### src/verilog/ctrl_map_pkg.sv
package ctrl_map_pkg;

   localparam int NUM_CHAN = 2;
   localparam int CHAN_BITS = 1;

   // Word address map, channel c at 4*c
   localparam int REGS_PER_CHAN = 4;
   localparam int REG_OFS_W = $clog2(REGS_PER_CHAN);
   localparam logic [REG_OFS_W-1:0] REG_CMD = 2'd0;
   localparam logic [REG_OFS_W-1:0] REG_TIME_HI = 2'd1;
   localparam logic [REG_OFS_W-1:0] REG_TIME_LO = 2'd2;  // Queues the command
   localparam logic [REG_OFS_W-1:0] REG_CLEAR = 2'd3;

   localparam int WB_ADR_W = 5;
   localparam int WB_DAT_W = 32;

   // Command word fields
   localparam int CMD_SEND_IMM = 31;
   localparam int CMD_CHAIN = 30;
   localparam int CMD_LINES_W = 30;

   typedef struct packed {
      logic send_imm;
      logic chain;
      logic [CMD_LINES_W-1:0] numlines;
      logic [63:0] trig_time;  // TIME_HI:TIME_LO
   } cmd_rec_t;

   // Status byte is state code over queue occupancy
   localparam int STATE_W = 3;
   localparam int QLEN_W = 5;
   localparam int STATUS_W = STATE_W + QLEN_W;

   typedef enum logic [STATE_W-1:0] {
      ST_IDLE = 3'd0,
      ST_WAITING = 3'd1,
      ST_RUNNING = 3'd2,
      ST_OVERRUN = 3'd4,
      ST_BROKENCHAIN = 3'd5,
      ST_LATECMD = 3'd6
   } chan_state_t;

endpackage

### src/verilog/ctrl_regs.sv
`timescale 1ns/100ps

module ctrl_regs
   (input  logic clk,
    input  logic arst_n_i,
    input  logic wb_cyc_i,
    input  logic wb_stb_i,
    input  logic wb_we_i,
    input  logic [ctrl_map_pkg::WB_ADR_W-1:0] wb_adr_i,
    input  logic [ctrl_map_pkg::WB_DAT_W-1:0] wb_dat_i,
    output logic [ctrl_map_pkg::WB_DAT_W-1:0] wb_dat_o,
    output logic wb_ack_o,
    output logic [ctrl_map_pkg::NUM_CHAN-1:0] cmd_push_o,
    output ctrl_map_pkg::cmd_rec_t cmd_rec_o [ctrl_map_pkg::NUM_CHAN],
    output logic [ctrl_map_pkg::NUM_CHAN-1:0] chan_clear_o,
    input  logic [ctrl_map_pkg::STATUS_W-1:0] status_i [ctrl_map_pkg::NUM_CHAN]);

   import ctrl_map_pkg::*;

   logic wb_hit;
   logic wr_hit;
   logic chan_ok;
   logic [REG_OFS_W-1:0] ofs;
   logic [CHAN_BITS-1:0] chan;
   logic [WB_DAT_W-1:0] cmd_word [NUM_CHAN];
   logic [WB_DAT_W-1:0] time_hi [NUM_CHAN];

   assign wb_hit = wb_cyc_i & wb_stb_i & ~wb_ack_o;
   assign ofs = wb_adr_i[REG_OFS_W-1:0];
   assign chan = wb_adr_i[REG_OFS_W +: CHAN_BITS];
   assign chan_ok = (wb_adr_i[WB_ADR_W-1:REG_OFS_W] < (WB_ADR_W-REG_OFS_W)'(NUM_CHAN));
   assign wr_hit = wb_hit & wb_we_i & chan_ok;

   always_ff @(posedge clk or negedge arst_n_i)
   begin
      if (!arst_n_i)
      begin
         wb_ack_o <= 1'b0;
         cmd_push_o <= '0;
         chan_clear_o <= '0;
         for (int c = 0; c < NUM_CHAN; c++)
         begin
            cmd_word[c] <= '0;
            time_hi[c] <= '0;
         end
      end
      else
      begin
         wb_ack_o <= wb_hit;
         cmd_push_o <= '0;  // Single-cycle pulses
         chan_clear_o <= '0;
         if (wr_hit)
            case (ofs)
               REG_CMD:     cmd_word[chan] <= wb_dat_i;
               REG_TIME_HI: time_hi[chan] <= wb_dat_i;
               REG_TIME_LO: cmd_push_o[chan] <= 1'b1;
               REG_CLEAR:   chan_clear_o[chan] <= 1'b1;
               default: ;
            endcase
      end
   end

   // Record and read data load on the ack edge
   always_ff @(posedge clk)
   begin
      if (wr_hit && ofs == REG_TIME_LO)
      begin
         cmd_rec_o[chan].send_imm <= cmd_word[chan][CMD_SEND_IMM];
         cmd_rec_o[chan].chain <= cmd_word[chan][CMD_CHAIN];
         cmd_rec_o[chan].numlines <= cmd_word[chan][CMD_LINES_W-1:0];
         cmd_rec_o[chan].trig_time <= {time_hi[chan], wb_dat_i};
      end
      if (wb_hit && !wb_we_i)
         wb_dat_o <= (chan_ok && ofs == REG_CMD) ? WB_DAT_W'(status_i[chan]) : '0;
   end

   a_ack_single: assert property (@(posedge clk) disable iff (!arst_n_i)
      wb_ack_o |=> !wb_ack_o);

endmodule

### config.mk
export PLATFORM = sky130hd
export DESIGN_NAME = ctrl_regs
export DESIGN_NICKNAME = d
export VERILOG_FILES = /design/src/verilog/ctrl_map_pkg.sv /design/src/verilog/ctrl_regs.sv
export SDC_FILE = /design/constraint.sdc
export NUM_CORES = 1
export LEC_CHECK = 0
export BUFFER_PORTS_ARGS = -buffer_cell sky130_fd_sc_hd__buf_2
export CAP_MARGIN = 15
export CORE_MARGIN = 4
export CORE_UTILIZATION = 54
export DETAILED_ROUTE_END_ITERATION = 7
export PLACE_DENSITY = 0.8
export SETUP_SLACK_MARGIN = 0.4
export SLEW_MARGIN = 30
export SYNTH_ARGS = -nofsm -noshare
export SYNTH_HDL_FRONTEND = slang
export SYNTH_SLANG_ARGS = --single-unit
### constraint.sdc
create_clock -name clk -period 9.7 [get_ports clk]
set_input_delay 0.485 -clock clk [delete_from_list [all_inputs] [get_ports clk]]
set_output_delay 0.485 -clock clk [all_outputs]
set_load 0.005 [all_outputs]
# Word-level counts from Yosys, hierarchy flattened
# Cells that the tools add are included.
word_totals:
  reg_bits: 357
  latch_bits: 0
  mem_bits_rw: 0
  rom_bits: 0
  inputBits: 58
  out_inout_bits: 229
  word_cells: 71
  n_memories: 0
op_classes:
  add_sub_neg: 0
  n_mul: 0
  n_div: 0
  magnitude_cmp: 5
  eq_ne: 3
  shift: 0
  n_mux: 31
  n_bitwise: 6
  n_reduce_logical: 9
op_table:
  columns: ["cell", "count"]
  rows:
  - ["192-bit bitwise mux", 4]
  - ["96-bit demux with 1-bit select", 4]
  - ["32-bit 2-to-1 mux", 7]
  - ["64-bit bitwise mux", 2]
  - ["96-bit 2-to-1 mux", 1]
  - ["95-bit 2-to-1 mux", 1]
  - ["94-bit 2-to-1 mux", 1]
  - ["64-bit 2-to-1 mux", 1]
  - ["32-bit demux with 1-bit select", 1]
  - ["8-bit 2-to-1 mux", 3]
  - ["2-bit 2-to-1 mux", 4]
  - ["1-bit logical AND", 5]
  - ["1-bit AND", 4]
  - ["2-bit equality test, second input constant", 2]
  - ["2-bit AND reduction", 2]
  - ["3-bit by 2-bit < comparator with 1-bit output, second input constant", 1]
  - ["2-bit by 1-bit equality test with 1-bit output, second input constant", 1]
  - ["2-bit greater-or-equal comparator, second input constant", 1]
  - ["2-bit zero test", 1]
  - ["1-bit by 2-bit < comparator with 1-bit output, second input constant", 1]
  - ["2-bit by 1-bit < comparator with 1-bit output, second input constant", 1]
  - ["1-bit NOT with 2-bit output", 1]
  - ["1-bit demux with 1-bit select", 1]
  - ["1-bit greater-or-equal comparator, second input constant", 1]
  - ["3 further kinds", 3]

# Longest topological paths before layout
# Gate-level depths: netlist of the first run.
logic_depth:
  depth_word: 9
  mapped_depth: 5
  ltp_nobuf: 4

# Least setup slack after synthesis of the first run
# OpenSTA, ideal clock, no wires.
synth_timing:
  path_type: "input to register"
  startpoint: "input wb_adr_i[2] in the netlist's numbering"
  endpoint: "register cmd_rec_o[0] in the netlist's numbering, enable pin"
  setup_ps: 690
  t_arrival_ps: 8067
  required_time_ps: 9010
  path_slack_ps: 943
  cell_stages: 4
  n_path_buf: 3
  cell_sequence: "buf_2 buf_2 clkbuf_1 nor3b_1"
synth_between:
  elab_chain_cells: 3
synth_rtl:
  columns: ["element", "line", "rtl"]
  rows:
  - ["from (decl)", "ctrl_regs.sv:9", "input logic [ctrl_map_pkg::WB_ADR_W-1:0] wb_adr_i,"]
  - ["3-bit by 2-bit < comparator with 1-bit output", "ctrl_regs.sv:31", "assign chan_ok = (wb_adr_i[WB_ADR_W-1:REG_OFS_W] < (WB_ADR_W-REG_OFS_W)'(NUM_CHAN));"]
  - ["1-bit AND", "ctrl_regs.sv:32", "assign wr_hit = wb_hit & wb_we_i & chan_ok;"]
  - ["1-bit logical AND", "ctrl_regs.sv:66", "if (wr_hit && ofs == REG_TIME_LO)"]
  - ["to (decl)", "ctrl_regs.sv:14", "output ctrl_map_pkg::cmd_rec_t cmd_rec_o [ctrl_map_pkg::NUM_CHAN],"]
# Every way passes these cells.
# A chain may end at the register's enable or synchronous reset.

# Worst setup path after layout of the first run
layout_timing:
  startpoint: "register wb_ack_o"
  endpoint: "register cmd_rec_o[15] in the netlist's numbering, enable pin"
layout_between:
  elab_chain_cells: 5
layout_rtl:
  columns: ["element", "line", "rtl"]
  rows:
  - ["from (decl)", "ctrl_regs.sv:12", "output logic wb_ack_o,"]
  - ["from (signal assigned)", "ctrl_regs.sv:49", "wb_ack_o <= wb_hit;"]
  - ["1-bit NOT", "ctrl_regs.sv:28", "assign wb_hit = wb_cyc_i & wb_stb_i & ~wb_ack_o;"]
  - ["1-bit AND", "ctrl_regs.sv:28", null]
  - ["named net wb_hit", "ctrl_regs.sv:20", "logic wb_hit;"]
  - ["1-bit AND (2 in series)", "ctrl_regs.sv:32", null]
  - ["1-bit logical AND", "ctrl_regs.sv:66", null]
# The timed path passes the listed nets, and every way through them passes these cells.

==> impl_metrics.csv, run 1 <==
group,metric,value,unit
layout,final_nets,1052,
sta,max_freq,407,MHz
synth,postSynth.asyncResetShare,0.399,
routing,drc,0,
global_routing,antenna_found_initial,3,
power_and_ir_drop,leakagePower,6.70,nW
clock_network,cts_root_buf,"clkbuf_16",
floorplanning,dieWidth,161,µm
floorplanning,die_h,161,µm
placed_design,dp_slack,6.87,ns
hold_path,min_path_type,"input port to flip-flop",
synth,synth-seq-cells,333,
layout,area_growth_syn_to_layout,21.1,%
synth,synth_common_cells,"edfxtp_1 (200), mux2_2 (148), dfrtp_1 (133)",
clock_network,numCtsBuffers,34,
sta,maxSlewHeadroom,0.414,
clock_network,clkLatencyLatePin,0.49,ns
sta,skew,0.00780,ns
critical_path,r2r_setup_slack,7.24,ns
floorplanning,rows,55,
synth,synth_ff_type,"edfxtp_1",
clock_network,clk_pin_slew,0.06,ns
synth,synth_area_leader_cell,"edfxtp_1",
synth,ys_warn_count,0,
sta,finalSetupTns,0,ns
clock_network,cts_tree,"done",
global_routing,overflow,0,
synth,synth.cell_area,12600,µm²
clock_network,cts_setup_buffers,0,
sta,worst_slack,7.24,ns
power_and_ir_drop,power_density,194,nW/µm²
critical_path,end_kind,"flip-flop",
routing,ant_nets,0,
sta,setup_viol,0,
sta,worst_pin_slew,0.879,ns
sta,finalHoldViolations,0,
floorplanning,die_area,25900,µm²
global_routing,grtUsageTotal,0.192,
placed_design,placed_cells,1270,
synth,synth.avg_cell_area,17.7,µm²
routing,wl_per_cell,18.9,µm
run,cap_violations,0,
floorplanning,ios,287,
critical_path,start_kind,"flip-flop",
layout,finalNonFillerCells,1334,
critical_path,arrival,2.57,ns
routing,vias_per_cell,5.07,
synth,synth_cell_type_count,27,
floorplanning,initial_core_util,0.553,
placed_design,gp_congestion,0.742,
sta,maxSlewViolCount,0,
critical_path,crit_required,9.81,ns
power_and_ir_drop,peakVddDrop,0.121,mV
routing,wl,25200,µm
clock_network,hold_buffers,1,
sta,finalCritPeriodShare,0.254,
routing,vias,6757,
global_routing,grt_max_degree,69,
synth,synth_top_area_share,0.475,
outcome,status,"finished clean",
clock_network,cts_resized,0,
synth,yosysMostFrequentCell,"edfxtp_1",
critical_path,crit_fanout,63,
power_and_ir_drop,p_total,2.98,mW
sta,post-route-min-period,2.46,ns
global_routing,grt_pass1_vias,7100,
synth,ys_top_cells_by_area,"edfxtp_1 (48%), dfrtp_1 (26%), mux2_2 (13%)",
sta,rsz0062_at_grt,"no",
synth,synth_edf_count,200,
clock_network,clock-sinks,333,
critical_path,worstSetupPathType,"flip-flop to flip-flop",
placed_design,dp_hpwl,15800,µm
layout,drive_above_1_share,0.480,
global_routing,grt_pass1_wl,39200,µm
routing,drtIter0Drc,246,
synth,yosysSeqAreaShare,0.738,
routing,drt_pass1_iterations,4,
floorplanning,fp.coreArea,22800,µm²
layout,finish.utilization,0.670,
synth,syn_inst,715,
clock_network,clock_path_buffers,3,
clock_network,cts_max_level,2,
placed_design,portBuffers,262,
critical path, cell delays in order, from the launching register on:
cell,delay [ns]
dfrtp_1,0.38
nand3b_4,0.24
inv_1,0.19
nand3_1,0.25
nor3b_2,0.27
buf_4,0.72
worst paths after layout:
check	from	endpoint	depth (start not counted)
min	wb_dat_i[2]	cmd_word[2]	2
min in group asynchronous	arst_n_i	cmd_word[58]	2
min reg2reg	time_hi[62]	time_hi[62]	1
max reg2reg	wb_ack_o	cmd_rec_o[15]	5
max in group asynchronous	arst_n_i	cmd_word[42]	3
max	wb_ack_o	cmd_rec_o[15]	5
cells by family (layout without fill, tap and decap cells):
logic type | Yosys count | count (layout) | synth area share
buf+inv | 57 | 339 | 0.0300
flops | 333 | 333 | 0.738
mux | 168 | 168 | 0.152
other cells | 1 | 25 | 0.000297
simple gates | 156 | 156 | 0.0797
final cells by class:
cell class | count | area (µm²)
fill | 1569 | 7540
tap | 313 | 392
inverter | 1 | 3.75
clock inverter | 7 | 61.3
sequential | 333 | 9330
antenna | 1 | 2.50
clock buffer | 55 | 1050
multi-input combinational | 348 | 3030
timing repair buffer | 276 | 1440
per-layer routing:
layer | track usage | part of all wire | up-vias
met1 | 0.251 | 0.41 | 3401
met5 | 0 | 0.0011 | -
met2 | 0.328 | 0.51 | 235
met3 | 0.0429 | 0.065 | 40
met4 | 0.0539 | 0.017 | 4
li1 | - | - | 3077
placed cells by master (no fill, tap or decap), types with 2 or more instances in the layout:
master / netlist / routed
and2_1: 64 / 64
buf_4: 24 / 12
clkbuf_16: 0 / 37
conb_1: 1 / 24
mux2_1: 2 / 2
nor2_1: 12 / 12
nor2b_1: 64 / 64
dfrtp_1: 133 / 133
mux2i_1: 8 / 8
nor4_4: 3 / 3
mux2_2: 148 / 148
buf_6: 9 / 3
clkinv_2: 0 / 4
edfxtp_1: 200 / 200
buf_2: 6 / 260
nor3b_1: 3 / 2
clkbuf_1: 14 / 12
clkbuf_8: 0 / 6
mux2_4: 10 / 10
registers in the layout, summed over array words and instances (netlist names):
signal and cells:
chan_clear_o 2, wb_dat_o 8, cmd_push_o 2, cmd_word 64, cmd_rec_o 192, time_hi 64
wb_ack_o 1
through the flow:
stage / cell area [µm²] / hold slack [ns]
6_report: 15300 / 0.288
4_1_cts: 15300 / 0.268
3_3_place_gp: 14200 / 0.468
3_5_place_dp: 14200 / 0.481
2_1_floorplan: 12700 / 0.189
5_1_grt: 15300 / 0.281
report_power, final:
group	internal, mW	switching (mW)	total [mW]
clock network	0.771	0.503	1.27
registers	1.55	0.0191	1.57
logic	0.0674	0.0671	0.134
Power figures use the tool's default switching activity.
==> run 2, diff against run 1 <==
clock period = 2.3 ns   (was 9.7 ns; I/O delays follow)
==> run 2 against run 1 <==
  * First-iteration DRC count rose by 11%
  * Wire length rose by 3.8%
  * Register-to-register slack got worse by 6.8 ns
  * Final area rose by 4.0%
  * Utilization rose by 2.7 points
  * Sequential share of layout area fell by 2.4 points
  * Combinational power rose to 5.0 times the previous value
  * Critical path depth did not move
  * Global-route usage rose by 0.75 points
==> impl_metrics.csv, run 2 (same netlist as run 1, synthesis figures left out) <==
group,metric,value,unit
outcome,status,"finished clean",
hold_path,min_path_type,"input port to flip-flop",
global_routing,grt_pass1_vias,7450,
sta,setup_viol,0,
routing,vias,6963,
sta,finalHoldViolations,0,
routing,drt_pass1_iterations,4,
routing,drc,0,
layout,fillers,1500,
floorplanning,die_area,25900,µm²
placed_design,place_area,14300,µm²
power_and_ir_drop,p_total,12.5,mW
run,cap_violations,0,
routing,wl,26200,µm
critical_path,crit_start,"wb_ack_o",
layout,multi_input_area,3050,µm²
critical_path,end_kind,"flip-flop",
layout,largest_reg_flops,192,
layout,layout_commonest_cell,"buf_2",
placed_design,portBuffers,262,
floorplanning,fp.coreArea,22800,µm²
floorplanning,ios,287,
global_routing,grtUsageTotal,0.199,
layout,drive_above_1_share,0.460,
global_routing,overflow,0,
global_routing,grt_pass1_wl,41100,µm
critical_path,start_kind,"flip-flop",
floorplanning,initial_core_util,0.553,
clock_network,cts_setup_buffers,0,
clock_network,clock-sinks,333,
layout,reg_top3,"cmd_rec_o: 192 flops, cmd_word: 64 flops, time_hi: 64 flops",
critical_path,worstReg2RegStart,"wb_ack_o",
critical_path,slowest_delay,0.38,ns
layout,finish.utilization,0.697,
critical_path,worstSetupPathType,"flip-flop to flip-flop",
layout,final_nets,1104,
floorplanning,die_h,161,µm
critical_path,worstSetupEndpoint,"cmd_rec_o[0]",
layout,top_register,"cmd_rec_o",
clock_network,clock_path_buffers,3,
floorplanning,dieWidth,161,µm
sta,skew,0.0135,ns
placed_design,gp_congestion,0.740,
sta,max_freq,539,MHz
routing,wl_per_cell,18.9,µm
critical_path,crit_slowest_cell,"dfrtp_1",
critical_path,crit_chain,"nand3b_4, inv_4, nand3_4, nor3b_4, clkbuf_16",
placed_design,dp_hpwl,16300,µm
sta,rsz0062_at_grt,"yes",
placed_design,dp_slack,0.456,ns
sta,worst_pin_slew,0.687,ns
layout,finalNonFillerCells,1385,
clock_network,clkLatencyLatePin,0.50,ns
global_routing,antenna_found_initial,0,
power_and_ir_drop,leakagePower,6.93,nW
power_and_ir_drop,peakVddDrop,0.607,mV
clock_network,clk_pin_slew,0.06,ns
clock_network,cts_tree,"done",
clock_network,cts_root_buf,"clkbuf_16",
sta,finalSetupTns,0,ns
layout,antenna_cells,0,
clock_network,numCtsBuffers,34,
critical_path,r2r_setup_slack,0.44,ns
sta,maxSlewHeadroom,0.540,
sta,worst_slack,0.444,ns
layout,area_growth_syn_to_layout,25.9,%
sta,finalCritPeriodShare,0.807,
critical_path,cp_top_family,"simple AND/OR/NAND/NOR gates",
layout,final_cell_mix,"buf_2 (260), edfxtp_1 (200), mux2_2 (148), dfrtp_1 (133)",
sta,worst_hold_slack,0.0237,ns
critical_path,r2r-end,"cmd_rec_o[0]",
layout,design_area,15900,µm²
power_and_ir_drop,power_density,786,nW/µm²
critical_path,path_depth,5,
routing,drtIter0Drc,272,
global_routing,grt_max_degree,73,
critical_path,rr_worst_depth,5,
sta,maxSlewViolCount,0,
floorplanning,rows,55,
critical_path,path_buf_inv,2,
critical_path,crit_fanout,45,
sta,post-route-min-period,1.86,ns
routing,ant_nets,0,
critical_path,arrival,2.03,ns
clock_network,cts_max_level,2,
critical_path,crit_required,2.47,ns
placed_design,placed_cells,1271,
routing,vias_per_cell,5.03,
layout,seq_area,9330,µm²
[run 2: area by class of cell]
class / count / area share
Clock buffer: 41 / 0.0570
Tap cell: 313 / 0.0246
Timing Repair Buffer: 328 / 0.129
Sequential cell: 333 / 0.586
Clock inverter: 21 / 0.0109
Inverter: 1 / 0.000393
Multi-Input combinational cell: 348 / 0.192
[run 2: where the power goes]
part	internal (mW)	total, mW	switching [mW]
clock network	3.06	5.24	2.18
registers	6.53	6.61	0.0785
logic	0.355	0.669	0.314
[run 2: worst min path at each step]
stage               slack (ns)   startpoint               to  cells past startpoint
finish                    0.02  wb_adr_i[1]    cmd_push_o[0]                      3
global route              0.03  wb_adr_i[1]    cmd_push_o[0]                      3
CTS                      0.007  wb_adr_i[1]    cmd_push_o[0]                      3
detailed placement        0.16     arst_n_i     cmd_word[62]                      1
global placement          0.15     arst_n_i      time_hi[61]                      1
floorplan                -0.18     arst_n_i  chan_clear_o[0]                      0
[run 2: repair_timing]
item / 4_1_cts / 5_1_grt
endpoints found under the hold margin: 249 / 0
gates resized for setup: 0 / 2
hold buffers: 52 / 0
endpoints found under the setup margin: 0 / 34
[run 2: worst min-delay path, cell delays in order]
cell and delay, ns:
buf_2 0.16, nand3_4 0.15, nor3_1 0.06
[run 2: metal layers]
layer  vias to the layer above  GRT usage  wire length (µm)
met5                         -          0                 0
met2                       246      0.345             13200
met3                        48     0.0477              1680
li1                       3179          -                 -
met1                      3490      0.251             10600
met4                         0     0.0613               654
==> run 3, diff against run 2 <==
CORE_UTILIZATION = 49   (was 54)
PLACE_DENSITY = 0.76   (was 0.8)
clock period = 1.7 ns   (was 2.3 ns; I/O delays follow)
==> run 3 against run 2 <==
  * The flow now finishes with violations (setup timing)
  * Sequential power increased by 36%
  * Sequential cell count unchanged
  * Final area increased by 10%
  * Die area is 9.7% higher
  * Critical endpoint is now cmd_rec_o[61]
==> impl_metrics.csv, run 3 (same netlist as run 1, synthesis figures left out) <==
group,metric,value,unit
floorplanning,dieWidth,169,µm
clock_network,cts_root_buf,"clkbuf_16",
sta,rsz0062_at_grt,"yes",
critical_path,r2r-end,"cmd_rec_o[61]",
power_and_ir_drop,leakagePower,7.64,nW
placed_design,portBuffers,262,
routing,wl,30600,µm
clock_network,clock_path_buffers,3,
critical_path,crit_slowest_cell,"dfrtp_1",
critical_path,crit_required,1.91,ns
critical_path,end_kind,"flip-flop",
sta,finalHoldViolations,0,
run,cap_violations,0,
clock_network,clock-sinks,333,
routing,ant_nets,0,
layout,largest_reg_flops,192,
layout,final_cell_mix,"buf_2 (260), edfxtp_1 (200), dfrtp_1 (133), mux2_4 (97)",
critical_path,crit_fanout,8,
layout,area_growth_syn_to_layout,38.9,%
floorplanning,fp.coreArea,25300,µm²
routing,drtIter0Drc,487,
critical_path,arrival,2.04,ns
sta,max_freq,548,MHz
layout,antenna_cells,0,
placed_design,dp_hpwl,18000,µm
routing,drt_pass1_iterations,4,
sta,maxSlewViolCount,0,
power_and_ir_drop,power_density,979,nW/µm²
outcome,status,"finished, violations left",
critical_path,worstReg2RegStart,"wb_ack_o",
placed_design,placed_cells,1312,
critical_path,slowest_delay,0.38,ns
critical_path,rr_worst_depth,7,
floorplanning,die_area,28400,µm²
critical_path,start_kind,"flip-flop",
routing,wl_per_cell,20.7,µm
floorplanning,rows,58,
clock_network,clk_pin_slew,0.06,ns
layout,reg_top3,"cmd_rec_o: 192 flops, cmd_word: 64 flops, time_hi: 64 flops",
clock_network,clkLatencyLatePin,0.51,ns
layout,finalNonFillerCells,1476,
layout,fillers,1602,
global_routing,grt_max_degree,98,
sta,finalCritPeriodShare,1.07,
hold_path,holdPathEnd,"cmd_rec_o[172]",
hold_path,worstHoldStart,"wb_adr_i[2]",
layout,top_register,"cmd_rec_o",
floorplanning,ios,287,
routing,vias,7319,
hold_path,hold_depth,2,
floorplanning,initial_core_util,0.501,
clock_network,cts_tree,"done",
sta,worst_slack,-0.125,ns
power_and_ir_drop,p_total,17.2,mW
critical_path,worstSetupPathType,"flip-flop to flip-flop",
sta,setup_viol,225,
sta,skew,0.0187,ns
routing,drc,0,
global_routing,grt_pass1_wl,45000,µm
layout,layout_commonest_cell,"buf_2",
critical_path,crit_chain,"nand3b_4, inv_4, nand3_4, nor3b_4, buf_4, buf_12, clkbuf_16",
layout,multi_input_area,3390,µm²
outcome,violations,"setup timing",
critical_path,r2r_setup_slack,-0.13,ns
placed_design,gp_congestion,0.746,
routing,vias_per_cell,4.96,
global_routing,antenna_found_initial,0,
layout,drive_above_1_share,0.500,
clock_network,cts_max_level,2,
clock_network,numCtsBuffers,34,
global_routing,overflow,0,
layout,final_nets,1179,
power_and_ir_drop,peakVddDrop,0.855,mV
floorplanning,die_h,169,µm
global_routing,grt_pass1_vias,7863,
global_routing,grtUsageTotal,0.203,
sta,post-route-min-period,1.83,ns
layout,finish.utilization,0.696,
layout,seq_area,9330,µm²
hold_path,min_path_type,"input port to flip-flop",
## run 3: changes by cell type in the layout (fill, tap and decap cells not counted), moves of 9 or more
cell	previous run	this run
buf_12	6	23
buf_16	0	14
buf_4	6	26
clkbuf_16	36	45
mux2_2	148	63
mux2_4	10	97
## run 3: area by class of cell
type                    count  area share
clock buffers              49      0.0557
inverters                   1    0.000356
flip-flops and latches    333       0.531
multi-input cells         348       0.193
clock inverters            12     0.00563
repair buffers            403       0.190
well taps                 330      0.0235
## run 3: power breakdown
| part | internal [mW] | leakage, nW | total, mW | switching, mW |
|---|---|---|---|---|
| logic | 0.601 | 3.46 | 1.05 | 0.449 |
| registers | 8.83 | 3.65 | 8.96 | 0.126 |
| clock network | 4.18 | 0.530 | 7.18 | 3.00 |
| total | 13.6 | 7.64 | 17.2 | 3.58 |
## run 3: timing repair
| item | in CTS | in global routing |
|---|---|---|
| gates cloned | 10 | 13 |
| endpoints found under the setup margin | 329 | 329 |
| setup buffers | 16 | 12 |
| pin swaps | 0 | 5 |
| endpoints found under the hold margin | 330 | 0 |
| gates resized for setup | 30 | 21 |
| hold buffers | 52 | 0 |
## run 3: worst max-delay path, delay by kind of cell (launching register included)
| kind | cells | cell delay, ns |
|---|---|---|
| buffers and inverters | 4 | 0.58 |
| and+or+nand+nor | 3 | 0.56 |
| DFF | 1 | 0.38 |
## run 3: metal layers
metal | share of wire | global-route usage | wire length, µm
met5 | 0 | 0 | 0
met1 | 0.40 | 0.262 | 12300
met4 | 0.018 | 0.0505 | 557
met3 | 0.070 | 0.0448 | 2140
met2 | 0.51 | 0.353 | 15600
## run 3: worst max path at each step
| stage | from | endpoint | slack (ns) | depth (start not counted) |
|---|---|---|---|---|
| floorplan | wb_ack_o | cmd_rec_o[0] | -2.05 | 4 |
| global placement | wb_ack_o | cmd_rec_o[91] | -0.03 | 6 |
| detailed placement | wb_ack_o | cmd_rec_o[27] | -0.09 | 6 |
| CTS | wb_ack_o | cmd_word[26] | -0.07 | 7 |
| global route | wb_ack_o | cmd_rec_o[61] | -0.19 | 7 |
| finish | wb_ack_o | cmd_rec_o[61] | -0.13 | 7 |
## run 3: per-stage QoR
step	worst slack, ns	area (µm²)	TNS, ns	hold slack [ns]
after floorplan	-2.05	13100	-373.08	-0.211
after global placement	-0.0341	14900	-1.66	0.0117
after detailed placement	-0.0904	14900	-9.00	0.0151
after CTS	-0.0699	17100	-7.93	0.0294
after global routing	-0.191	17600	-29.37	0.0387
final	-0.125	17600	-14.91	0.0377
