### src/verilog/ctrl_map_pkg.sv
package ctrl_map_pkg;

   localparam int NUM_CHAN = 2;
   localparam int CHAN_BITS = 1;

   // Word address map, channel c at 4*c
   localparam int REGS_PER_CHAN = 4;
   localparam int REG_OFS_W = $clog2(REGS_PER_CHAN);
   localparam logic [REG_OFS_W-1:0] REG_CMD = 2'd0;
   localparam logic [REG_OFS_W-1:0] REG_TIME_HI = 2'd1;
   localparam logic [REG_OFS_W-1:0] REG_TIME_LO = 2'd2;  // Queues the command
   localparam logic [REG_OFS_W-1:0] REG_CLEAR = 2'd3;

   localparam int WB_ADR_W = 5;
   localparam int WB_DAT_W = 32;

   // Command word fields
   localparam int CMD_SEND_IMM = 31;
   localparam int CMD_CHAIN = 30;
   localparam int CMD_LINES_W = 30;

   typedef struct packed {
      logic send_imm;
      logic chain;
      logic [CMD_LINES_W-1:0] numlines;
      logic [63:0] trig_time;  // TIME_HI:TIME_LO
   } cmd_rec_t;

   // Status byte is state code over queue occupancy
   localparam int STATE_W = 3;
   localparam int QLEN_W = 5;
   localparam int STATUS_W = STATE_W + QLEN_W;

   typedef enum logic [STATE_W-1:0] {
      ST_IDLE = 3'd0,
      ST_WAITING = 3'd1,
      ST_RUNNING = 3'd2,
      ST_OVERRUN = 3'd4,
      ST_BROKENCHAIN = 3'd5,
      ST_LATECMD = 3'd6
   } chan_state_t;

endpackage

### src/verilog/stream_pkg.sv
package stream_pkg;

   localparam int SAMPLE_W = 32;
   localparam int TIME_W = 64;
   localparam int FLAG_W = 4;

   // Flag bit positions within a record
   localparam int FLAG_OVERRUN = 3;
   localparam int FLAG_BROKENCHAIN = 2;
   localparam int FLAG_LATECMD = 1;
   localparam int FLAG_CMD_DONE = 0;

   typedef struct packed {
      logic [FLAG_W-1:0] flags;
      logic [TIME_W-1:0] rec_time;
      logic [SAMPLE_W-1:0] sample;
   } sample_rec_t;

   // Queue depths inside each channel
   localparam int CMD_DEPTH = 4;
   localparam int REC_DEPTH = 4;

endpackage

### src/verilog/short_fifo.sv
`timescale 1ns/100ps

module short_fifo
  #(parameter type payload_t = logic [31:0],
    parameter int depth = 4)
   (input  logic clk,
    input  logic arst_n_i,
    input  logic clear_i,
    input  logic push_i,
    input  payload_t data_i,
    output logic full_o,
    input  logic pop_i,
    output payload_t data_o,
    output logic empty_o,
    output logic [$clog2(depth+1)-1:0] level_o);

   localparam int ptr_w = (depth > 1) ? $clog2(depth) : 1;
   localparam int lvl_w = $clog2(depth + 1);

   payload_t mem [depth];
   logic [ptr_w-1:0] wr_ptr;
   logic [ptr_w-1:0] rd_ptr;
   logic [lvl_w-1:0] count;
   logic do_push;
   logic do_pop;

   assign full_o = (count == lvl_w'(depth));
   assign empty_o = (count == '0);
   assign level_o = count;
   assign do_push = push_i & ~full_o;  // Push while full is dropped
   assign do_pop = pop_i & ~empty_o;
   assign data_o = mem[rd_ptr];  // Head falls through

   always_ff @(posedge clk)
   begin
      if (do_push)
         mem[wr_ptr] <= data_i;
   end

   always_ff @(posedge clk or negedge arst_n_i)
   begin
      if (!arst_n_i)
      begin
         wr_ptr <= '0;
         rd_ptr <= '0;
         count <= '0;
      end
      else if (clear_i)
      begin
         wr_ptr <= '0;
         rd_ptr <= '0;
         count <= '0;
      end
      else
      begin
         if (do_push)
            wr_ptr <= (wr_ptr == ptr_w'(depth - 1)) ? '0 : wr_ptr + 1'b1;
         if (do_pop)
            rd_ptr <= (rd_ptr == ptr_w'(depth - 1)) ? '0 : rd_ptr + 1'b1;
         if (do_push && !do_pop)
            count <= count + 1'b1;
         else if (do_pop && !do_push)
            count <= count - 1'b1;
      end
   end

   a_no_pop_empty: assert property (@(posedge clk) disable iff (!arst_n_i)
      pop_i |-> !empty_o);

   a_level_bound: assert property (@(posedge clk) disable iff (!arst_n_i)
      count <= lvl_w'(depth));

endmodule

### src/verilog/rx_chan_ctrl.sv
`timescale 1ns/100ps

module rx_chan_ctrl
   (input  logic clk,
    input  logic arst_n_i,
    input  logic cmd_push_i,
    input  ctrl_map_pkg::cmd_rec_t cmd_rec_i,
    input  logic clear_i,
    input  logic [stream_pkg::TIME_W-1:0] vita_time_i,
    input  logic strobe_i,
    input  logic [stream_pkg::SAMPLE_W-1:0] sample_i,
    output logic run_o,
    output logic [ctrl_map_pkg::STATUS_W-1:0] status_o,
    output logic rec_valid_o,
    output stream_pkg::sample_rec_t rec_data_o,
    input  logic rec_ready_i);

   import ctrl_map_pkg::*;
   import stream_pkg::*;

   chan_state_t state;
   cmd_rec_t cmd_head;
   logic cmd_empty;
   logic cmd_pop;
   logic [$clog2(CMD_DEPTH+1)-1:0] cmd_level;
   logic [CMD_LINES_W-1:0] lines_left;
   logic [TIME_W-1:0] trig_time;
   logic send_imm;
   logic chain;
   sample_rec_t rec_in;
   logic rec_push;
   logic rec_full;
   logic rec_empty;
   logic err_state;
   logic now;
   logic late;
   logic last_line;
   logic cmd_done;

   short_fifo #(.payload_t(cmd_rec_t), .depth(CMD_DEPTH)) cmd_fifo
     (.clk(clk), .arst_n_i(arst_n_i), .clear_i(clear_i),
      .push_i(cmd_push_i), .data_i(cmd_rec_i), .full_o(),
      .pop_i(cmd_pop), .data_o(cmd_head), .empty_o(cmd_empty), .level_o(cmd_level));

   short_fifo #(.payload_t(sample_rec_t), .depth(REC_DEPTH)) rec_fifo
     (.clk(clk), .arst_n_i(arst_n_i), .clear_i(clear_i),
      .push_i(rec_push), .data_i(rec_in), .full_o(rec_full),
      .pop_i(rec_ready_i & rec_valid_o), .data_o(rec_data_o), .empty_o(rec_empty),
      .level_o());

   assign now = (vita_time_i == trig_time);
   assign late = (vita_time_i > trig_time);
   assign last_line = (lines_left == CMD_LINES_W'(1));
   assign run_o = (state == ST_RUNNING);
   assign err_state = state inside {ST_OVERRUN, ST_BROKENCHAIN, ST_LATECMD};

   // Done unless a chained successor carries on
   assign cmd_done = run_o & last_line & (~chain | (~cmd_empty & (cmd_head.numlines == '0)));

   assign cmd_pop = ~cmd_empty &
                    ((state == ST_IDLE) | (run_o & strobe_i & ~rec_full & last_line & chain));

   assign rec_push = (run_o & strobe_i) | err_state;  // Error record waits for space
   assign rec_valid_o = ~rec_empty;
   assign status_o = {state, QLEN_W'(cmd_level)};

   always_comb
   begin
      rec_in.flags = '0;
      rec_in.flags[FLAG_OVERRUN] = (state == ST_OVERRUN);
      rec_in.flags[FLAG_BROKENCHAIN] = (state == ST_BROKENCHAIN);
      rec_in.flags[FLAG_LATECMD] = (state == ST_LATECMD);
      rec_in.flags[FLAG_CMD_DONE] = cmd_done;
      rec_in.rec_time = vita_time_i;
      rec_in.sample = run_o ? sample_i : '0;
   end

   always_ff @(posedge clk)
   begin
      if (cmd_pop)
      begin
         trig_time <= cmd_head.trig_time;
         send_imm <= cmd_head.send_imm;
         chain <= cmd_head.chain;
      end
   end

   always_ff @(posedge clk or negedge arst_n_i)
   begin
      if (!arst_n_i)
      begin
         state <= ST_IDLE;
         lines_left <= '0;
      end
      else if (clear_i)
      begin
         state <= ST_IDLE;
         lines_left <= '0;
      end
      else
         case (state)
            ST_IDLE:
               if (!cmd_empty && cmd_head.numlines != '0)  // Zero lines is a no-op
               begin
                  lines_left <= cmd_head.numlines;
                  state <= ST_WAITING;
               end
            ST_WAITING:
               if (send_imm || now)
                  state <= ST_RUNNING;
               else if (late)
                  state <= ST_LATECMD;
            ST_RUNNING:
               if (strobe_i)
               begin
                  if (rec_full)
                     state <= ST_OVERRUN;
                  else if (!last_line)
                     lines_left <= lines_left - 1'b1;
                  else if (!chain)
                  begin
                     lines_left <= '0;
                     state <= ST_IDLE;
                  end
                  else if (cmd_empty)
                  begin
                     lines_left <= '0;
                     state <= ST_BROKENCHAIN;
                  end
                  else
                  begin
                     lines_left <= cmd_head.numlines;  // Chained load, no wait
                     if (cmd_head.numlines == '0)
                        state <= ST_IDLE;
                  end
               end
            default:
               if (!rec_full)
                  state <= ST_IDLE;
         endcase
   end

   a_run_lines: assert property (@(posedge clk) disable iff (!arst_n_i)
      state == ST_RUNNING |-> lines_left != '0);

endmodule

### config.mk
export PLATFORM = sky130hd
export DESIGN_NAME = rx_chan_ctrl
export DESIGN_NICKNAME = d
export VERILOG_FILES = /design/src/verilog/ctrl_map_pkg.sv /design/src/verilog/stream_pkg.sv /design/src/verilog/short_fifo.sv /design/src/verilog/rx_chan_ctrl.sv
export SDC_FILE = /design/constraint.sdc
export NUM_CORES = 1
export LEC_CHECK = 0
export ABC_AREA = 1
export BUFFER_PORTS_ARGS = -buffer_cell sky130_fd_sc_hd__buf_2
export CAP_MARGIN = 10
export CORE_MARGIN = 5
export CORE_UTILIZATION = 45
export CTS_CLUSTER_SIZE = 10
export DETAILED_ROUTE_END_ITERATION = 10
export PLACE_DENSITY_LB_ADDON = 0.08
export SLEW_MARGIN = 40
export SYNTH_ARGS = -nofsm -noshare
export SYNTH_HDL_FRONTEND = slang
export SYNTH_SLANG_ARGS = --single-unit
### constraint.sdc
create_clock -name clk -period 8.2 [get_ports clk]
set_clock_uncertainty 0.1 [all_clocks]
set_input_delay 0.41 -clock clk [delete_from_list [all_inputs] [get_ports clk]]
set_output_delay 0.41 -clock clk [all_outputs]
set_load 0.02 [all_outputs]
### Word-level counts from Yosys, hierarchy flattened

Memories as Yosys holds them, arrays and structs flattened.
Index checks and enable logic that the tools add are counted.

| storage, ports and cells | value |
|---|---|
| register bits | 113 |
| RAM bits | 784 |
| memories | 2 |

| operators by class | value |
|---|---|
| add/subtract/negate cells | 9 |
| $lt $le $gt $ge | 1 |
| equal/unequal tests | 20 |
| mux-type cells | 43 |
| bitwise logic cells | 21 |
| reductions and logical operators | 26 |

Memory list:

| memory | depth | bits a word | read ports | clocked after memory_dff | write ports | RTL line | text |
|---|---|---|---|---|---|---|---|
| rec_fifo.mem | 4 | 100 | 1 | 0 | 1 | short_fifo.sv:20 | `payload_t mem [depth];` |
| cmd_fifo.mem | 4 | 96 | 1 | 0 | 1 | short_fifo.sv:20 |  |

Operator list:

| cell | count |
|---|---|
| $mux 30 | 7 |
| $eq 64x64->1 | 1 |
| $gt 64x64->1 | 1 |
| $pmux 30 s2 | 1 |
| $mux 3 | 17 |
| $mux 32 | 1 |
| $eq 30x1->1 const B | 1 |
| $logic_not 30->1 | 1 |
| $reduce_bool 30->1 | 1 |
| $sub 30x1->30 const B | 1 |
| $mux 2 | 12 |
| $eq 3x3->1 const B | 5 |
| $and 1x1->1 | 13 |
| $reduce_bool 3->1 | 4 |
| $logic_not 3->1 | 3 |
| $pmux 3 s3 | 1 |
| $add 2x1->2 const B | 4 |
| $eq 2x2->1 const B | 4 |
| $reduce_bool 2->1 | 4 |
| $add 3x1->3 const B | 2 |
| $ne 3x3->1 const B | 2 |
| $ne 6x3->1 const B | 1 |
| $reduce_and 6->1 | 1 |
| $sub 3x1->3 const B | 2 |
| other kinds (13) | 30 |

### Logic depth before layout (Yosys ltp)

Gate-level depths: netlist of the first run.

| logic depth | value |
|---|---|
| word-level depth | 12 |
| mapped depth | 19 |

### By module

Synthesis of the first run repeated with hierarchy kept, for this count alone.

| unflattened totals | value |
|---|---|
| cells, all modules | 2985 |
| area, all modules | 37981.4 um2 |

By module, submodules not included:

| module | instances | cells each | area an instance (um2) |
|---|---|---|---|
| short_fifo (rec_fifo) | 1 | 1034 | 16055.4 |
| short_fifo (cmd_fifo) | 1 | 995 | 14747.9 |
| rx_chan_ctrl | 1 | 956 | 7178.1 |

### Least setup slack after synthesis of the first run

OpenSTA, ideal clock, no wires.

| timing | value |
|---|---|
| kind | register -> register |
| start point | register state[1] |
| end point | memory rec_fifo.mem[0][0] (netlist name), enable pin |
| setup time | 560 ps |
| data arrival time | 5660 ps |
| required time | 7540 ps |
| setup slack | 1880 ps |
| cell stages (with the launch flop) | 9 |
| buffers on the path | 0 |
| clock period less this slack | 6320 ps |
| cells stage by stage | dfrtp_1 > inv_1 > nor2_1 > nand2_2 > inv_1 > nand2_1 > a21oi_1 > inv_1 > nor2_1 |

| between the ends | value |
|---|---|
| word-level cells in the longest chain between the ends | 6 |
| elaborated cells on any way between the ends | 10 |
| classes of those cells | 4 x eq/ne; 2 x mux; 3 x bitwise; 1 x reduce/logical |

Ends and longest elaborated chain:

| what | RTL line | text |
|---|---|---|
| from (decl) | rx_chan_ctrl.sv:21 | `chan_state_t state;` |
| from (signal assigned) | rx_chan_ctrl.sv:92 | `state <= ST_IDLE;` |
| from (signal assigned) | rx_chan_ctrl.sv:97 | `state <= ST_IDLE;` |
| from (signal assigned) | rx_chan_ctrl.sv:106 | `state <= ST_WAITING;` |
| $eq 3x2->1 | rx_chan_ctrl.sv:54 | `assign run_o = (state == ST_RUNNING);` |
| net run_o | rx_chan_ctrl.sv:12 | `output logic run_o,` |
| $and 1x1->1 | rx_chan_ctrl.sv:63 | `assign rec_push = (run_o & strobe_i) \| err_state;` |
| $or 1x1->1 | rx_chan_ctrl.sv:63 |  |
| $and 1x1->1 | short_fifo.sv:30 | `assign do_push = push_i & ~full_o;` |
| $mux 1 | short_fifo.sv:36 | `if (do_push)` |
| $mux 1 (not written as such) | short_fifo.sv:37 | `mem[wr_ptr] <= data_i;` |
| to (decl) | short_fifo.sv:20 |  |

The timed path passes the listed nets, and every way through them passes these cells.

### Worst setup path after layout of the first run

| timing | value |
|---|---|
| start point | register cmd_fifo.rd_ptr[0] |
| end point | register lines_left[21] |

| between the ends | value |
|---|---|
| word-level cells in the longest chain between the ends | 8 |
| elaborated cells on any way between the ends | 13 |
| classes of those cells | 1 x eq/ne; 8 x mux; 3 x reduce/logical; 1 x memory |

Ends and longest elaborated chain:

| what | RTL line | text |
|---|---|---|
| from (decl) | short_fifo.sv:22 | `logic [ptr_w-1:0] rd_ptr;` |
| from (signal assigned) | short_fifo.sv:59 | `rd_ptr <= (rd_ptr == ptr_w'(depth - 1)) ? '0 : rd_ptr + 1'b1;` |
| $mem_v2 4x96 * | - |  |
| $mux 30 | rx_chan_ctrl.sv:125 | `else if (cmd_empty)` |
| $mux 30 | rx_chan_ctrl.sv:120 | `else if (!chain)` |
| $mux 30 | rx_chan_ctrl.sv:118 | `else if (!last_line)` |
| $mux 30 | rx_chan_ctrl.sv:116 | `if (rec_full)` |
| $mux 30 | rx_chan_ctrl.sv:114 | `if (strobe_i)` |
| $pmux 30 s2 | rx_chan_ctrl.sv:101 | `case (state)` |
| $mux 30 | rx_chan_ctrl.sv:95 | `else if (clear_i)` |
| to (signal assigned) | rx_chan_ctrl.sv:105 | `lines_left <= cmd_head.numlines;` |
| to (signal assigned) | rx_chan_ctrl.sv:119 | `lines_left <= lines_left - 1'b1;` |
| to (signal assigned) | rx_chan_ctrl.sv:132 | `lines_left <= cmd_head.numlines;` |
| to (decl) | rx_chan_ctrl.sv:26 | `logic [CMD_LINES_W-1:0] lines_left;` |

Mark *: on every way between the ends. The rest lies on a longest branch, timed or not. The select of a mux whose other input is x is not followed.
A chain may end at the register's enable or synchronous reset.

==> summary.md, run 1 <==
The average cell area after synthesis works out to 12.26 µm². Summing all multi-input logic gate instances after layout gives 0.008892 mm². Setup violations remaining at the end of the flow were counted as 0. Slowest cell on the critical path: dfrtp_4. For the fill cell instance count of the final layout, the log shows 6853. For the pin with the worst max-slew slack, the measured transition is 0.8287 ns. The run gives 23980 as the via count of the first global-routing pass. First-pass iteration count of the detailed router: 5. Count of different cell masters after synthesis: 36. The overall die height is 296.4 µm. The tools report the number of antenna violations at the first check in global routing as 14. The clock-pin slew on the worst setup and hold paths came out at 0.06 ns. Across the VDD grid, the largest voltage drop is 0.2085 mV. The starting density of the core came out at 45.16%.

Broken down by cell family, the worst path's largest delay share belongs to buffers and inverters. The via count normalized by instance count works out to 5.374. The largest net degree at the start of global routing came out at 103. The tools report the total routing usage reported by global routing as 21.33%. TritonCTS built the clock tree. Once the clock tree was built, the setup fixing pass inserted 0 buffers. The H-tree was split into 3 levels. From left edge to right edge, the die measures 296.4 µm.

In the finished design, the share of the clock period the worst path needs comes to 48.50%. Across all layers, the routed design uses 24720 vias. The largest fanout on the critical path is 66, and the met2 demand-to-capacity share in global routing is 33.92%.

The clock passes through at most 3 buffers. After the last flow step, the layout net total stands at 3754. The global routing met1 resource utilization is 31.15%, and the headroom to the max-slew limit is 44.76%.

The logs give 0 for the number of pins exceeding their max-slew limit in the final report and 144200 µm for the first-pass GRT wire length. The flow ran to the end, and the final reports show no timing, DRC or antenna violations. The tools report the count of hold buffers inserted by post-cts repair as 175. The minimum clock period came out at 3.977 ns. For the required time of the critical path, the log shows 8.64 ns.

In the routed design, unresolved DRC markers number 0. The post-synthesis instance area was 0.03691 mm²; the arrival time of the worst setup path was 4.42 ns. The floorplan has 105 rows. The number of clock buffers inserted by TritonCTS is 102, and the share of the yosys chip area belonging to registers is 72.35%. Clock latency on the worst-skew pair, taken at its later pin, is 0.65 ns.

The CTS sink count came out at 897. The number of buffers and inverters on the critical path is 3. For the max-capacitance violation count, the log shows 0. The summed negative setup slack over all endpoints was 0 ns; the synthesized instance count was 3010. The root buffer cell chosen for the clock tree is clkbuf_16.

The floorplan step defined a die boundary enclosing 0.08784 mm². The most numerous cell type found on the critical path is nand2_1. The tools report the total wire length as 95770 µm. The worst setup path is captured at a flip-flop. Count of port buffers added during placement: 305.

Across the whole layout, storage elements account for 0.02671 mm². Leaving out fill and tap cells, the most frequent cells in the layout are edfxtp_1, nor2_1, o21ai_0, nand2_1, buf_2. For the leakage power of the design, the log shows 0.01653 µW. The logs give 60120 µm for the detailed placement HPWL and 308 for the boundary pin count.

The count of final hold-check violations is 0. Cells with a size suffix above 1 make up 14.26% of the layout. From synthesis to final layout, the design area changed by 19.83%.

The worst slack at placement was 4.257 ns. The average detailed-routed wire length per instance came out at 20.82 µm. Peak-usage layer in the global routing report: met2. Walking the worst path, the cells encountered are inv_4 > buf_4 > nand2_1 > nand3_1 > nand2_1 > nand2_1 > nor2_1 > nand2_1 > nor2_1 > nand2_1 > nand2_2 > nand2_4 > nand2_4 > inv_4 > nand2_1 > o21ai_2. The path class of the tightest hold or removal check is input pin to flip-flop. For this run, the slowest stage of the critical path takes 0.70 ns.

Setup repair after global routing left no endpoint under its margin. The tools report the core footprint as 0.08172 mm². Based on the critical path, the design can be clocked at up to 251.4 MHz. The kind of start point of the critical path was a flip-flop. Leaving out fill and tap cells, the most frequent cell in the layout is edfxtp_1.

The ratio of total power to cell area was 345.3 mW/mm². The critical path is of the flip-flop to flip-flop type. The worst path meets setup with 4.223 ns of slack. The final weighted congestion in routability-driven placement was 0.8969; the number of resized instances in the post-cts repair step was 0.

The Yosys warning count was 0; the remaining number of nets flagged by the antenna check after routing was 0. For this run the aggregate overflow at the end of global routing stands at 0. Number of synthesized register bits: 897.

The number of DRC markers after the initial detailed-route iteration came out at 1782. Global routing consumed, on the met3 layer, 3.561% of the routing resources.
==> logic make-up after synthesis <==
logic type	after synthesis	synth area share, %
buffers and inverters	346	3.787
adders and majority gates	78	2.685
AOI/OAI and AO/OA	658	9.808
DFF	897	72.35
other	1	0.01016
xor gates and xnor gates	20	0.4746
and+or+nand+nor	1010	10.89
==> worst register-to-register path: stages, from the launching register on <==
cell and delay [ns]:
dfrtp_4 0.70, inv_4 0.46, buf_4 0.62, nand2_1 0.16, nand3_1 0.10, nand2_1 0.11, nand2_1 0.10, nor2_1 0.05
nand2_1 0.11, nor2_1 0.07, nand2_1 0.21, nand2_2 0.10, nand2_4 0.10, nand2_4 0.12, inv_4 0.51, nand2_1 0.20
o21ai_2 0.08
==> final timing paths <==
| check | start | endpoint | slack [ns] | depth (start not counted) |
|---|---|---|---|---|
| setup / recovery | cmd_fifo.rd_ptr[0]$_DFFE_PN0P_ | lines_left[21]$_DFFE_PN0P_ | 4.22 | 16 |
| hold / removal | sample_i[10] | rec_fifo.mem[0][10]$_DFFE_PP_ | 0.05 | 3 |
| setup reg to reg | cmd_fifo.rd_ptr[0]$_DFFE_PN0P_ | lines_left[21]$_DFFE_PN0P_ | 4.22 | 16 |
| hold reg to reg | rec_fifo.level_o[0]$_DFFE_PN0P_ | rec_fifo.level_o[0]$_DFFE_PN0P_ | 0.39 | 1 |
| max in group asynchronous | arst_n_i | cmd_fifo.rd_ptr[0]$_DFFE_PN0P_ | 7.13 | 3 |
| min in group asynchronous | arst_n_i | cmd_fifo.level_o[0]$_DFFE_PN0P_ | 0.32 | 3 |
==> final cells by class <==
cell class	instances	area share (%)
sequential	897	60.40
multi-input combinational	1768	20.11
timing repair buffer	515	8.270
clock buffer	134	6.210
tap	1070	3.027
inverter	194	1.675
clock inverter	12	0.2490
antenna	10	0.05659
==> per-layer routing <==
metal	vias up	part of all wire, %
met1	12160	46
met4	12	2.2
met3	166	5.6
met2	703	46
li1	11680	-
met5	-	0.084
==> per-stage QoR <==
stage	std cells	utilization [%]	hold slack [ns]	power, µW	area, µm²
global placement	4263	48.24	0.3523	11180	39420
floorplan	3011	-	0.01441	9592	36910
detailed placement	4269	48.43	0.3719	11350	39580
CTS	4590	54.07	0.001431	15440	44180
finish	4600	54.12	0.04605	15270	44220
global route	4594	54.10	0.02064	16170	44210
==> cell usage after synthesis <==
library cell,number,area share (%)
edfxtp_1,850,69
nor2_1,470,4.8
o21ai_0,402,5.5
nand2_1,392,4.0
inv_1,188,1.9
o22ai_1,179,3.0
clkbuf_1,117,1.2
nand3_1,107,1.5
ha_1,76,2.6
a21oi_1,47,0.64
dfrtp_1,47,3.2
o21ai_2,21,0.50
xor2_1,18,0.43
buf_2,17,0.23
nand4_1,16,0.27
nor3_1,16,0.22
buf_6,8,0.24
buf_1,6,0.061
inv_2,5,0.051
buf_4,4,0.081
o21a_1,3,0.061
a211oi_1,2,0.041
fa_1,2,0.11
nand2_2,2,0.034
nand2_4,2,0.061
nor2_2,2,0.034
xnor2_1,2,0.047
a21boi_0,1,0.020
a221oi_1,1,0.024
and2_1,1,0.017
conb_1,1,0.010
inv_4,1,0.017
nor3b_1,1,0.020
nor4_1,1,0.017
o211ai_1,1,0.020
o21bai_1,1,0.020
==> state kept, by name, indices dropped and copies added (netlist names) <==
| register | count |
|---|---|
| rec_fifo.mem | 400 |
| lines_left | 30 |
| rec_fifo.wr_ptr | 2 |
| send_imm | 1 |
| cmd_fifo.rd_ptr | 2 |
| rec_fifo.level_o | 3 |
| cmd_fifo.mem | 384 |
| state | 3 |
| cmd_fifo.wr_ptr | 2 |
| cmd_fifo.level_o | 3 |
| trig_time | 64 |
| rec_fifo.rd_ptr | 2 |
| chain | 1 |
==> report_power, final <==
part / switching, µW / total (µW) / internal (µW)
Combinational: 3600 / 5030 / 1430
Clock: 1680 / 3990 / 2310
Sequential: 326 / 6250 / 5920
No activity file was read; power rests on OpenSTA's default activity.
==> run 2: changes to the inputs <==
clock period = 3.3 ns   (was 8.2 ns; I/O delays follow)
==> run 2 against run 1 <==
Compared with the run above: clock-buffer cell count increased by 21; first-iteration DRC count rose by 2.3%; wire length grew 2.1%; die area unchanged; critical path depth unchanged; non-clock buffer count grew 62; final cell count grew 1.9%; global-route usage grew 0.45 points; sequential share of layout area decreased by 1.1 points; design area is 1.9% higher; via count grew 0.69%; utilization rose by 1.0 points; highest routed layer unchanged.
==> summary.md, run 2 (same netlist as run 1, synthesis figures left out) <==
The flow ran to the end, and the final reports show no timing, DRC or antenna violations. Setup slack on the worst reg-to-reg path comes out at 0.33 ns. After detailed routing, the number of vias per cell comes to 5.311.

The register with the most flip-flops in the layout has 400 of them. Measured along the x axis, the die boundary spans 296.4 µm. Along the worst path, the maximum fanout reaches 51. The overall die height was 296.4 µm; the first-pass GRT wire length was 146700 µm.

Wires add up to 97780 µm. The startpoint of the lowest-slack register-to-register path was cmd_fifo.rd_ptr[0]$_DFFE_PN0P_. The first routing iteration left 1823 violations.

After layout, the worst setup slack is 0.3329 ns. The number of buffers inserted to repair setup after CTS is 0. The detail route stage leaves a number of antenna-violating nets equal to 0. The minimum clock period came out at 2.967 ns. The via count was 24890; the maximum buffer depth of the clock tree was 3. The tools report the number of antenna violations at the first check in global routing as 22. The tools report the count of final setup violators as 0. The part of the total power dissipated in combinational logic is 34.3%, and the post-route core utilization is 55.14%. In the final routed layout, each cell accounts on average for 20.86 µm. The die covers 0.08784 mm². Compared with the post-synthesis result, the final layout area differs by 22.09%. On the worst path, the slowest cell contributes a delay of 0.51 ns. The run gives 0 as the number of remaining DRC errors. For the pin with the worst max-slew slack, the measured transition is 0.7856 ns. On the critical path, the stage with the largest delay is an instance of dfrtp_4. The post-route total power is 38630 µW.

The share of cells above drive strength 1 works out to 15.22%. Setup total negative slack on the finished layout was measured at 0 ns. Leaving out fill and tap cells, the most frequent cell in the layout is edfxtp_1. For this run, the post-layout net count is 3816. For the worst-skew pair, the clock arrives at the later sink with an insertion delay of 0.65 ns. The worst hold path belongs to the class input pin to flip-flop. The detailed placement HPWL came out at 62930 µm.

The largest registers in the layout are rec_fifo.mem (400), cmd_fifo.mem (384), trig_time (64). Category of cells accounting for the largest share of critical-path delay: simple AND/OR/NAND/NOR gates. The max-capacitance violation count is 0, and the cell count of the worst reg-to-reg path is 16. The worst-case hold slack came out at 0.1634 ns. Entering global routing, the biggest net connects 203 pins. Pin placement for this block handled 308 I/O pins.

The critical path runs through a total of 16 cells. Count of hold buffers inserted by post-cts repair: 200. Along the worst hold path, the cell count comes to 2. Headroom to the max-slew limit came out at 47.63%. The clock-pin slew on the worst setup and hold paths was 0.06 ns; the worst slack at placement was 0.3532 ns. Among the stages of the critical path, the cell type that occurs most often is nand2_1. The maximum resistive drop on vdd came out at 0.4379 mV.

The count of final hold-check violations came out at 0. The clock tree synthesis step divided the H-tree into 3 levels. Kind of start point of the critical path: a flip-flop. The core region is 0.08172 mm². The type of the worst setup path was flip-flop to flip-flop. In the layout the commonest cells are edfxtp_1, nor2_1, o21ai_0, nand2_1, buf_2. The ratio of total power to cell area is 857.2 mW/mm². Register ranked first by flip-flop count: rec_fifo.mem. The number of buffer and inverter instances along the worst setup path is 3, and the residual overflow from global routing is 0. STA puts the critical path data required time at 3.77 ns. Of the total power, the share spent switching nets is 36.69%.

The beginning of the worst hold path was cmd_rec_i[73]. The cell-internal power is 24450 µW, and the clock network power share is 26.0%. For this design the total switching power over the nets is 14170 µW. The logs give 337.0 MHz for the achievable frequency and 0 for the number of pins exceeding their max-slew limit in the final report.

Routability-driven placement finished with a final weighted congestion of 0.9016. The count of port buffers added during placement is 305, and the number of resized instances in the post-cts repair step is 0. Setup repair after global routing left no endpoint under its margin. The via count of the first global-routing pass was 24340. TritonCTS built the clock tree. The logs give 21.78% for the total routing usage reported by global routing and 39.7% for the relative contribution of sequential cells to total power.

Traced cell by cell, the critical path runs through inv_4 > buf_4 > nand2_1 > nand3_1 > nand2_1 > nand2_1 > nor2_1 > nand2_1 > nor2_1 > nand2_1 > nand2_2 > nand2_4 > nand2_4 > inv_4 > nand2_1 > o21ai_2. STA classifies the critical path endpoint as a flip-flop. The critical path starts at cmd_fifo.rd_ptr[0]$_DFFE_PN0P_. The pre-antenna-repair detailed-routing pass consisted of 7 iterations. Arrival time of the worst setup path: 3.44 ns. Dividing the final minimum period by the clock period gives 89.91%.

The starting density of the core was 45.16%. Row generation in the floorplan step produced 105 rows. The run gives 102 as the number of clock buffers inserted by TritonCTS. The leakage power of the design was 0.01691 µW. Clock root buffer: clkbuf_16.

The tree built by TritonCTS fans out to 897 sinks.
## run 2: changes by cell type in the layout (fill, tap and decap cells not counted), moves of 6 or more
| cell | before | now |
|---|---|---|
| clkbuf_1 | 28 | 49 |
| diode_2 | 10 | 16 |
| buf_6 | 7 | 0 |
| buf_4 | 21 | 44 |
| buf_12 | 5 | 28 |
| dlygate4sd3_1 | 175 | 199 |
## run 2: worst reg2reg max path, stage by stage (launching register included)
cell     delay, ns
dfrtp_4       0.51
inv_4         0.22
buf_4         0.25
nand2_1       0.07
nand3_1       0.08
nand2_1       0.08
nand2_1       0.09
nor2_1        0.06
nand2_1       0.09
nor2_1        0.06
nand2_1       0.19
nand2_2       0.10
nand2_4       0.10
nand2_4       0.11
inv_4         0.51
nand2_1       0.20
o21ai_2       0.09
## run 2: metrics by stage
step	cell area (µm²)	cells
6_report	45060	4687
5_1_grt	45030	4676
4_1_cts	44990	4670
3_5_place_dp	40070	4305
3_3_place_gp	40070	4305
2_1_floorplan	36960	3011
## run 2: worst paths after layout
path | to
min reg2reg | rec_fifo.level_o[0]$_DFFE_PN0P_
max reg2reg | lines_left[2]$_DFFE_PN0P_
max in group asynchronous | lines_left[26]$_DFFE_PN0P_
min in group asynchronous | cmd_fifo.wr_ptr[1]$_DFFE_PN0P_
max | lines_left[2]$_DFFE_PN0P_
min | cmd_fifo.mem[3][73]$_DFFE_PP_
## run 2: metal layers
| layer | wire, µm | global-route usage [%] | share of wire (%) |
|---|---|---|---|
| met5 | 60 | 0 | 0.061 |
| met4 | 1798 | 5.248 | 1.8 |
| met3 | 6532 | 4.129 | 6.7 |
| met2 | 46550 | 35.60 | 48 |
| met1 | 42840 | 30.66 | 44 |
## run 2: power by group through the flow
stage	sequential [µW]	combinational, µW	clock, µW
detailed placement	15600	13100	0
CTS	15300	13400	10300
global route	15500	14600	10800
finish	15300	13200	10100
floorplan	15400	8330	0
global placement	15500	12900	0
## run 2: cell type report
class / count / area (µm²)
flip-flops and latches: 897 / 26710
repair buffers: 577 / 4437
diodes: 16 / 40.04
clock buffers: 155 / 2803
inverters: 194 / 740.7
clock inverters: 10 / 112.6
well taps: 1070 / 1339
multi-input cells: 1768 / 8876
fillers: 6875 / 36660
